--- src/source/csr_mem_pkg.sv ---
package csr_mem_pkg;

    // --------------------
    // Memory packet widths
    // --------------------
    localparam int ADDR_W   = 32;
    localparam int DATA_W   = 32;
    localparam int MOD_ID_W = 1;

    // Routed peers on the response stream
    localparam logic [MOD_ID_W-1:0] MOD_CONFIGURE = 1'b0;
    localparam logic [MOD_ID_W-1:0] MOD_GENERATOR = 1'b1;
    localparam int                  NUM_MODULES   = 2;

    // --------------------
    // Address and word
    // --------------------
    typedef logic [ADDR_W-1:0] mem_addr_t;
    typedef logic [DATA_W-1:0] mem_data_t;

endpackage : csr_mem_pkg

--- src/source/csr_cfg_pkg.sv ---
package csr_cfg_pkg;

    // --------------------
    // Field selector codes
    // --------------------
    localparam int CFG_FIELD_W = 2;
    localparam int CFG_VALUE_W = 16;

    localparam logic [CFG_FIELD_W-1:0] CFG_OFFSET = 2'd0;
    localparam logic [CFG_FIELD_W-1:0] CFG_STRIDE = 2'd1;
    localparam logic [CFG_FIELD_W-1:0] CFG_COUNT  = 2'd2;

    // Bits between selector and value
    localparam int CFG_PAD_W = csr_mem_pkg::DATA_W - CFG_FIELD_W - CFG_VALUE_W;

    // --------------------
    // Response word views
    // --------------------
    typedef struct packed {
        logic [CFG_FIELD_W-1:0] field;
        logic [CFG_PAD_W-1:0]   reserved;
        logic [CFG_VALUE_W-1:0] value;
    } cfg_word_t;

    // Configuration words and vertex data share one response word
    typedef union packed {
        cfg_word_t              cfg;
        csr_mem_pkg::mem_data_t vertex;
    } resp_word_u;

endpackage : csr_cfg_pkg

--- src/source/csr_sync_fifo.sv ---
`timescale 1ns/100ps

module csr_sync_fifo #(
    parameter int DATA_WIDTH  = 32,
    parameter int FIFO_DEPTH  = 16,
    parameter int PROG_THRESH = 8
) (
    input  logic                  ap_clk,
    input  logic                  areset_csr_engine,
    input  logic                  wr_en_i,
    input  logic [DATA_WIDTH-1:0] din_i,
    input  logic                  rd_en_i,
    output logic [DATA_WIDTH-1:0] dout_o,
    output logic                  valid_o,
    output logic                  empty_o,
    output logic                  full_o,
    output logic                  prog_full_o
);

    localparam int PTR_W = $clog2(FIFO_DEPTH);
    localparam int CNT_W = $clog2(FIFO_DEPTH + 1);

    logic [DATA_WIDTH-1:0] mem [FIFO_DEPTH];
    logic [PTR_W-1:0]      wr_ptr;
    logic [PTR_W-1:0]      rd_ptr;
    logic [CNT_W-1:0]      occupancy;
    logic                  do_wr;
    logic                  do_rd;

    // Writes to a full FIFO and reads of an empty one are dropped
    assign do_wr = wr_en_i && !full_o;
    assign do_rd = rd_en_i && !empty_o;

    assign empty_o     = (occupancy == '0);
    assign full_o      = (occupancy == CNT_W'(FIFO_DEPTH));
    assign prog_full_o = (occupancy >= CNT_W'(PROG_THRESH));

    // --------------------
    // Pointers and count
    // --------------------
    always_ff @(posedge ap_clk) begin
        if (areset_csr_engine) begin
            wr_ptr    <= '0;
            rd_ptr    <= '0;
            occupancy <= '0;
            valid_o   <= 1'b0;
        end else begin
            if (do_wr) begin
                wr_ptr <= (wr_ptr == PTR_W'(FIFO_DEPTH - 1)) ? '0 : wr_ptr + 1'b1;
            end
            if (do_rd) begin
                rd_ptr <= (rd_ptr == PTR_W'(FIFO_DEPTH - 1)) ? '0 : rd_ptr + 1'b1;
            end
            if (do_wr && !do_rd) begin
                occupancy <= occupancy + 1'b1;
            end else if (do_rd && !do_wr) begin
                occupancy <= occupancy - 1'b1;
            end
            valid_o <= do_rd;
        end
    end

    // Storage and read data
    always_ff @(posedge ap_clk) begin
        if (do_wr) begin
            mem[wr_ptr] <= din_i;
        end
        if (do_rd) begin
            dout_o <= mem[rd_ptr];
        end
    end

endmodule : csr_sync_fifo

--- src/source/csr_resp_router.sv ---
`timescale 1ns/100ps

module csr_resp_router (
    input  logic                             ap_clk,
    input  logic                             areset_csr_engine,
    input  logic                             fifo_empty_i,
    input  logic                             fifo_valid_i,
    input  logic [csr_mem_pkg::MOD_ID_W-1:0] fifo_id_i,
    input  csr_mem_pkg::mem_data_t           fifo_word_i,
    input  logic                             fwd_stall_i,
    output logic                             fifo_rd_en_o,
    output logic                             cfg_valid_o,
    output logic                             gen_valid_o,
    output csr_mem_pkg::mem_data_t           word_o
);
    import csr_mem_pkg::*;

    logic [NUM_MODULES-1:0] steer_d;
    logic [NUM_MODULES-1:0] steer_q;

    // Hold the stream while the output side is backed up
    assign fifo_rd_en_o = !fifo_empty_i && !fwd_stall_i;

    // One-hot select of the peer that owns this word
    always_comb begin
        steer_d = '0;
        if (fifo_valid_i) begin
            steer_d[fifo_id_i] = 1'b1;
        end
    end

    always_ff @(posedge ap_clk) begin
        if (areset_csr_engine) begin
            steer_q <= '0;
        end else begin
            steer_q <= steer_d;
        end
    end

    always_ff @(posedge ap_clk) begin
        word_o <= fifo_word_i;
    end

    assign cfg_valid_o = steer_q[MOD_CONFIGURE];
    assign gen_valid_o = steer_q[MOD_GENERATOR];

endmodule : csr_resp_router

--- src/source/csr_index_configure.sv ---
`timescale 1ns/100ps

module csr_index_configure (
    input  logic                                ap_clk,
    input  logic                                areset_csr_engine,
    input  logic                                cfg_valid_i,
    input  csr_mem_pkg::mem_data_t              word_i,
    output logic [csr_cfg_pkg::CFG_VALUE_W-1:0] offset_o,
    output logic [csr_cfg_pkg::CFG_VALUE_W-1:0] stride_o,
    output logic [csr_cfg_pkg::CFG_VALUE_W-1:0] count_o,
    output logic                                cfg_ready_o
);
    import csr_cfg_pkg::*;

    resp_word_u resp_word;
    logic [2:0] seen_q;

    assign resp_word = word_i;

    // --------------------
    // Field tracking
    // --------------------
    always_ff @(posedge ap_clk) begin
        if (areset_csr_engine) begin
            seen_q <= '0;
        end else if (cfg_valid_i) begin
            case (resp_word.cfg.field)
                CFG_OFFSET: seen_q[0] <= 1'b1;
                CFG_STRIDE: seen_q[1] <= 1'b1;
                CFG_COUNT:  seen_q[2] <= 1'b1;
                default:    seen_q    <= seen_q;
            endcase
        end
    end

    // Latest write of a field wins
    always_ff @(posedge ap_clk) begin
        if (cfg_valid_i) begin
            case (resp_word.cfg.field)
                CFG_OFFSET: offset_o <= resp_word.cfg.value;
                CFG_STRIDE: stride_o <= resp_word.cfg.value;
                CFG_COUNT:  count_o  <= resp_word.cfg.value;
                default:    ;
            endcase
        end
    end

    // Ready stays up once every field has arrived
    assign cfg_ready_o = &seen_q;

endmodule : csr_index_configure

--- src/source/csr_index_generator.sv ---
`timescale 1ns/100ps

module csr_index_generator (
    input  logic                                ap_clk,
    input  logic                                areset_csr_engine,
    input  logic                                start_i,
    input  csr_mem_pkg::mem_addr_t              base_addr_i,
    input  logic                                cfg_ready_i,
    input  logic [csr_cfg_pkg::CFG_VALUE_W-1:0] offset_i,
    input  logic [csr_cfg_pkg::CFG_VALUE_W-1:0] stride_i,
    input  logic [csr_cfg_pkg::CFG_VALUE_W-1:0] count_i,
    input  logic                                req_prog_full_i,
    input  logic                                gen_valid_i,
    input  csr_mem_pkg::mem_data_t              word_i,
    output logic                                req_push_o,
    output csr_mem_pkg::mem_addr_t              req_addr_o,
    output logic                                out_push_o,
    output csr_mem_pkg::mem_data_t              out_word_o,
    output logic                                done_o
);
    import csr_mem_pkg::*;
    import csr_cfg_pkg::*;

    localparam logic [1:0] S_IDLE     = 2'd0;
    localparam logic [1:0] S_WAIT_CFG = 2'd1;
    localparam logic [1:0] S_RUN      = 2'd2;

    logic [1:0]             state_q;
    mem_addr_t              base_q;
    mem_addr_t              addr_q;
    logic [CFG_VALUE_W-1:0] req_cnt_q;
    logic [CFG_VALUE_W-1:0] data_cnt_q;
    logic [CFG_VALUE_W-1:0] req_cnt_nxt;
    logic [CFG_VALUE_W-1:0] data_cnt_nxt;
    logic                   run_done;
    resp_word_u             resp_word;

    // --------------------
    // Data forwarding
    // --------------------
    assign resp_word  = word_i;
    assign out_push_o = gen_valid_i;
    assign out_word_o = resp_word.vertex;

    // --------------------
    // Request issue
    // --------------------
    assign req_push_o = (state_q == S_RUN) && (req_cnt_q != count_i) && !req_prog_full_i;
    assign req_addr_o = addr_q;

    // Counts including this cycle's events, so done follows the last one
    assign req_cnt_nxt  = req_cnt_q + CFG_VALUE_W'(req_push_o);
    assign data_cnt_nxt = data_cnt_q + CFG_VALUE_W'(gen_valid_i);
    assign run_done     = (req_cnt_nxt == count_i) && (data_cnt_nxt == count_i);

    assign done_o = (state_q == S_IDLE);

    always_ff @(posedge ap_clk) begin
        if (areset_csr_engine) begin
            state_q    <= S_IDLE;
            req_cnt_q  <= '0;
            data_cnt_q <= '0;
        end else begin
            case (state_q)
                S_IDLE: begin
                    if (start_i) begin
                        state_q <= S_WAIT_CFG;
                    end
                end
                S_WAIT_CFG: begin
                    if (cfg_ready_i) begin
                        state_q    <= S_RUN;
                        req_cnt_q  <= '0;
                        data_cnt_q <= '0;
                    end
                end
                S_RUN: begin
                    req_cnt_q  <= req_cnt_nxt;
                    data_cnt_q <= data_cnt_nxt;
                    if (run_done) begin
                        state_q <= S_IDLE;
                    end
                end
                default: state_q <= S_IDLE;
            endcase
        end
    end

    // Base capture and running address
    always_ff @(posedge ap_clk) begin
        if (state_q == S_IDLE && start_i) begin
            base_q <= base_addr_i;
        end
        if (state_q == S_WAIT_CFG) begin
            addr_q <= base_q + mem_addr_t'(offset_i);
        end else if (req_push_o) begin
            addr_q <= addr_q + mem_addr_t'(stride_i);
        end
    end

endmodule : csr_index_generator

--- src/source/engine_csr_index.sv ---
`timescale 1ns/100ps

module engine_csr_index #(
    parameter int FIFO_DEPTH  = 16,
    parameter int PROG_THRESH = 8
) (
    input  logic                             ap_clk,
    input  logic                             areset_csr_engine,
    input  logic                             start_i,
    input  csr_mem_pkg::mem_addr_t           base_addr_i,
    input  logic                             mem_resp_valid_i,
    input  logic [csr_mem_pkg::MOD_ID_W-1:0] mem_resp_id_i,
    input  csr_mem_pkg::mem_data_t           mem_resp_data_i,
    output logic                             mem_resp_prog_full_o,
    input  logic                             mem_req_rd_en_i,
    output logic                             mem_req_valid_o,
    output csr_mem_pkg::mem_addr_t           mem_req_addr_o,
    input  logic                             eng_out_rd_en_i,
    output logic                             eng_out_valid_o,
    output csr_mem_pkg::mem_data_t           eng_out_data_o,
    output logic                             done_o
);
    import csr_mem_pkg::*;
    import csr_cfg_pkg::*;

    localparam int RESP_W = MOD_ID_W + DATA_W;

    logic                   start_q;
    mem_addr_t              base_q;

    logic [RESP_W-1:0]      resp_dout;
    logic                   resp_rd_en;
    logic                   resp_valid;
    logic                   resp_empty;

    logic                   cfg_valid;
    logic                   gen_valid;
    mem_data_t              routed_word;
    logic                   out_prog_full;

    logic [CFG_VALUE_W-1:0] cfg_offset;
    logic [CFG_VALUE_W-1:0] cfg_stride;
    logic [CFG_VALUE_W-1:0] cfg_count;
    logic                   cfg_ready;

    logic                   req_push;
    mem_addr_t              req_addr;
    logic                   req_prog_full;
    logic                   out_push;
    mem_data_t              out_word;

    // --------------------
    // Descriptor register
    // --------------------
    always_ff @(posedge ap_clk) begin
        if (areset_csr_engine) begin
            start_q <= 1'b0;
        end else begin
            start_q <= start_i;
        end
    end

    always_ff @(posedge ap_clk) begin
        base_q <= base_addr_i;
    end

    // --------------------
    // Memory response path
    // --------------------
    csr_sync_fifo #(
        .DATA_WIDTH (RESP_W),
        .FIFO_DEPTH (FIFO_DEPTH),
        .PROG_THRESH(PROG_THRESH)
    ) u_resp_fifo (
        .ap_clk           (ap_clk),
        .areset_csr_engine(areset_csr_engine),
        .wr_en_i          (mem_resp_valid_i),
        .din_i            ({mem_resp_id_i, mem_resp_data_i}),
        .rd_en_i          (resp_rd_en),
        .dout_o           (resp_dout),
        .valid_o          (resp_valid),
        .empty_o          (resp_empty),
        .full_o           (),
        .prog_full_o      (mem_resp_prog_full_o)
    );

    csr_resp_router u_router (
        .ap_clk           (ap_clk),
        .areset_csr_engine(areset_csr_engine),
        .fifo_empty_i     (resp_empty),
        .fifo_valid_i     (resp_valid),
        .fifo_id_i        (resp_dout[DATA_W +: MOD_ID_W]),
        .fifo_word_i      (resp_dout[DATA_W-1:0]),
        .fwd_stall_i      (out_prog_full),
        .fifo_rd_en_o     (resp_rd_en),
        .cfg_valid_o      (cfg_valid),
        .gen_valid_o      (gen_valid),
        .word_o           (routed_word)
    );

    // --------------------
    // Peers
    // --------------------
    csr_index_configure u_configure (
        .ap_clk           (ap_clk),
        .areset_csr_engine(areset_csr_engine),
        .cfg_valid_i      (cfg_valid),
        .word_i           (routed_word),
        .offset_o         (cfg_offset),
        .stride_o         (cfg_stride),
        .count_o          (cfg_count),
        .cfg_ready_o      (cfg_ready)
    );

    csr_index_generator u_generator (
        .ap_clk           (ap_clk),
        .areset_csr_engine(areset_csr_engine),
        .start_i          (start_q),
        .base_addr_i      (base_q),
        .cfg_ready_i      (cfg_ready),
        .offset_i         (cfg_offset),
        .stride_i         (cfg_stride),
        .count_i          (cfg_count),
        .req_prog_full_i  (req_prog_full),
        .gen_valid_i      (gen_valid),
        .word_i           (routed_word),
        .req_push_o       (req_push),
        .req_addr_o       (req_addr),
        .out_push_o       (out_push),
        .out_word_o       (out_word),
        .done_o           (done_o)
    );

    // --------------------
    // Request and output streams
    // --------------------
    csr_sync_fifo #(
        .DATA_WIDTH (ADDR_W),
        .FIFO_DEPTH (FIFO_DEPTH),
        .PROG_THRESH(PROG_THRESH)
    ) u_req_fifo (
        .ap_clk           (ap_clk),
        .areset_csr_engine(areset_csr_engine),
        .wr_en_i          (req_push),
        .din_i            (req_addr),
        .rd_en_i          (mem_req_rd_en_i),
        .dout_o           (mem_req_addr_o),
        .valid_o          (mem_req_valid_o),
        .empty_o          (),
        .full_o           (),
        .prog_full_o      (req_prog_full)
    );

    // Prog full here throttles the router, not the generator
    csr_sync_fifo #(
        .DATA_WIDTH (DATA_W),
        .FIFO_DEPTH (FIFO_DEPTH),
        .PROG_THRESH(PROG_THRESH)
    ) u_out_fifo (
        .ap_clk           (ap_clk),
        .areset_csr_engine(areset_csr_engine),
        .wr_en_i          (out_push),
        .din_i            (out_word),
        .rd_en_i          (eng_out_rd_en_i),
        .dout_o           (eng_out_data_o),
        .valid_o          (eng_out_valid_o),
        .empty_o          (),
        .full_o           (),
        .prog_full_o      (out_prog_full)
    );

endmodule : engine_csr_index

--- config.mk ---
export PLATFORM = sky130hd
export DESIGN_NAME = engine_csr_index
export DESIGN_NICKNAME = d
export VERILOG_FILES = /design/src/source/csr_mem_pkg.sv /design/src/source/csr_cfg_pkg.sv /design/src/source/csr_sync_fifo.sv /design/src/source/csr_resp_router.sv /design/src/source/csr_index_configure.sv /design/src/source/csr_index_generator.sv /design/src/source/engine_csr_index.sv
export SDC_FILE = /design/constraint.sdc
export NUM_CORES = 2
export LEC_CHECK = 0
export ABC_AREA = 1
export BUFFER_PORTS_ARGS = -buffer_cell sky130_fd_sc_hd__buf_2
export CAP_MARGIN = 20
export CORE_AREA = 2 2 604 366
export DETAILED_ROUTE_END_ITERATION = 16
export DIE_AREA = 0 0 606 368
export PLACE_DENSITY = 0.61
export SYNTH_ARGS = -nofsm -noshare
export SYNTH_HDL_FRONTEND = slang
export SYNTH_SLANG_ARGS = --single-unit
--- constraint.sdc ---
create_clock -name ap_clk -period 10.6 [get_ports ap_clk]
set_input_delay 2.12 -clock ap_clk [delete_from_list [all_inputs] [get_ports ap_clk]]
set_output_delay 2.12 -clock ap_clk [all_outputs]
set_load 0.05 [all_outputs]
==> key figures <==
CTS
  • Clock Tree Buf Depth: 4
  • Post CTS Setup Buffer Count: 0
  • Clock Sink Count: 1,907
  • TritonCTS buffer count: 183
  • H-Tree Depth: 4
  • Clk slew on worst S/H paths: 60 ps
  • CTS resizes: 0
  • Worst-skew pair later-pin latency: 840 ps
  • CTS root buf: clkbuf_16
  • CTS tree: built
  • Hold-fix buffers at CTS: 0

Floorplan
  • Die height: 368 microns
  • Die footprint: 0.223 sq mm
  • Initial Util: 34.8%
  • Core area: 0.218 sq mm
  • Num ports: 139
  • Rows: 133
  • Die X: 606 microns

Power
  • Power density cells: 235 mW/mm^2
  • Peak VDD IR: 0.207 mV
  • Pleak: 0.0279 uW

Drt
  • DRT iter0 DRCs: 6,603
  • Final wirelength: 203,000 microns
  • Post-route DRC: 0
  • Via/cell ratio: 5.34
  • Drt wl/cell: 22.9 microns
  • First-pass DRT Iterations: 5
  • Routed Antenna Nets: 0
  • Via count: 47,400

Yosys
  • Mux cell area share after synthesis: 2.09%
  • Async set-or-reset flop fraction in the synthesized netlist: 0%
  • Main combinational cell family by area after synthesis: simple AND/OR/NAND/NOR gates
  • Synthesized instance count: 5,713
  • Synthesized net count: 5,852
  • Synth Cell Area: 0.0757 sq mm
  • Main flop type after synthesis: edfxtp_1
  • Post-synth EDFFs: 1,761
  • Complex-gate fraction of the synthesized area: 9.31%
  • Yosys cell types: 58
  • Seq/Total Area, Yosys: 73.7%
  • Post-Synth Simple-Gate Area: 10.6%
  • Syn Area/Cell: 13.3 sq um
  • YS warnings: 0
  • Post-Synth XOR/XNOR Area: 0.510%
  • Register bit count reported by yosys: 1,907
  • Synth Area in Adders: 1.17%

Layout
  • Commonest cells after routing, fill and taps aside: 1,761 x edfxtp_1, 983 x nor2_1, 571 x nand2_1
  • Multi-input gate area: 0.0183 sq mm
  • Fillers: 20,100
  • Design area: 0.0859 sq mm
  • Most common cell after layout, fill and taps aside: edfxtp_1
  • Layout cells sized above 1: 10.3%
  • Fin util: 39.4%
  • P&R area growth vs syn: 13.4%
  • Nets: 5,969
  • Seq. cell area: 0.0558 sq mm

STA
  • Final period utilization: 38.8%
  • Final min period: 4120 ps
  • Rel. slew slack: 22.2%
  • # setup viols final: 0
  • Skew final: 94.1 ps
  • Number of hold violations in the final report: 0
  • Peak Freq: 243 MHz
  • Slew Viols, Final: 0
  • RSZ-0062 raised after global routing: no
  • Setup TNS: 0 ps
  • Worst Max-Slew Pin Slew: 1170 ps

Worst setup path
  • Crit path DAT: 2000 ps
  • Worst path required time: 8480 ps
  • Critical Path Start Type: flip-flop
  • CP max FO: 3
  • Crit Path Category: flip-flop to output port
  • Worst setup EP type: output port

Job
  • Max-Cap Viols: 0

Global routing
  • GRT Overall Usage: 17.8%
  • GRT Residual Overflow: 0
  • Vias in the first global route: 44,500
  • Largest net degree at the start of global routing: 191
  • Initial antenna violation count: 19
  • First-pass GRT wire length: 299,000 microns

Placed design
  • Port bufs: 138
  • Placed Area: 0.0801 sq mm
  • GP Congestion: 0.855
  • Post-DP HPWL: 118,000 microns

Hold path
  • HP Class: flip-flop to flip-flop

Outcome
  • Status: finished clean
logic make-up after synthesis:
| group | after synthesis |
|---|---|
| fa+ha+maj | 68 |
| mux | 158 |
| flops | 1907 |
| xor+xnor | 41 |
| compound gates | 1076 |
| simple gates | 1966 |
| buf+inv | 497 |
per-stage QoR:
| stage | std cells | hold WS, ps | setup slack [ps] | total power, uW |
|---|---|---|---|---|
| CTS | 8871 | 306 | 6400 | 20300 |
| global placement | 8535 | 325 | 6280 | 13900 |
| floorplan | 5713 | 323 | 6240 | 12400 |
| finish | 8878 | 304 | 6480 | 20200 |
| global route | 8876 | 317 | 6460 | 21000 |
| detailed placement | 8542 | 327 | 6320 | 14000 |
state kept, by name (all words and copies together), names as in the netlist, 5 cells and up:
register / flops
base_q: 32
u_configure.count_o: 16
u_configure.offset_o: 16
u_configure.stride_o: 16
u_generator.base_q: 32
u_generator.data_cnt_q: 16
u_generator.req_addr_o: 32
u_generator.req_cnt_q: 16
u_out_fifo.dout_o: 32
u_out_fifo.mem: 512
u_out_fifo.occupancy: 5
u_req_fifo.dout_o: 32
u_req_fifo.mem: 512
u_req_fifo.occupancy: 5
u_resp_fifo.dout_o: 33
u_resp_fifo.mem: 528
u_resp_fifo.occupancy: 5
u_router.word_o: 32
final timing paths:
kind / end / slack [ps] / start / cells after the start
worst max-delay path: done_o / 6480 / u_generator.state_q[0]$_SDFFE_PP0P_ / 2
worst min-delay path: u_router.word_o[4]$_DFF_P_ / 300 / u_resp_fifo.dout_o[4]$_DFFE_PP_ / 0
worst max register to register: u_generator.state_q[1]$_SDFFE_PP0P_ / 7060 / u_generator.state_q[1]$_SDFFE_PP0P_ / 21
worst min register to register: u_router.word_o[4]$_DFF_P_ / 300 / u_resp_fifo.dout_o[4]$_DFFE_PP_ / 0
per-layer routing:
layer,track usage (%),vias up,wire (microns)
met5,0,-,26
met4,4.16,4,4220
met3,3.41,251,18900
met2,24.5,2060,83600
met1,28.4,23700,96500
li1,-,21400,-
report_power, final:
group	internal [uW]	switching (uW)	total, uW
clock	3520	2800	6320
combinational	1190	2950	4140
sequential	9100	661	9760
layout make-up:
class | count | share of cell area [%]
inverters | 186 | 0.831
multi-input cells | 3309 | 21.3
diodes | 2 | 0.00583
well taps | 2902 | 4.23
clock inverters | 74 | 0.727
repair buffers | 243 | 2.01
flip-flops and latches | 1907 | 65.0
clock buffers | 255 | 5.86
synthesized netlist by cell type (4+ instances only):
cell type | instances | area (sq um)
inv_2 | 9 | 33.8
o22ai_1 | 5 | 31.3
nand4_1 | 28 | 175
inv_1 | 174 | 653
o32ai_1 | 231 | 2020
nor2_2 | 10 | 62.6
nand3_2 | 4 | 40.0
fa_1 | 5 | 100
a21oi_1 | 122 | 611
xnor2_1 | 14 | 123
edfxtp_1 | 1761 | 52900
xor2_1 | 25 | 219
dfxtp_1 | 146 | 2920
nor3_1 | 20 | 100
o211ai_1 | 37 | 278
a211oi_1 | 4 | 30.0
a21o_1 | 9 | 67.6
buf_2 | 71 | 355
ha_1 | 63 | 788
nor2_1 | 1035 | 3880
o21ai_1 | 8 | 40.0
nand2_2 | 11 | 68.8
nand2_1 | 571 | 2140
clkbuf_1 | 206 | 773
nor4_1 | 8 | 50.1
mux2i_1 | 158 | 1580
a31oi_1 | 8 | 50.1
o21bai_1 | 5 | 37.5
and2_1 | 4 | 25.0
o21ai_0 | 477 | 2390
buf_4 | 12 | 90.1
nand3_1 | 253 | 1270
or2_2 | 7 | 43.8
o221ai_1 | 157 | 1380
buf_1 | 17 | 63.8
critical path, cell delays in order, from the launching register on:
cell and delay [ps]:
dfxtp_1 330, nor2_1 500, buf_2 380
Power figures use the tool's default switching activity.
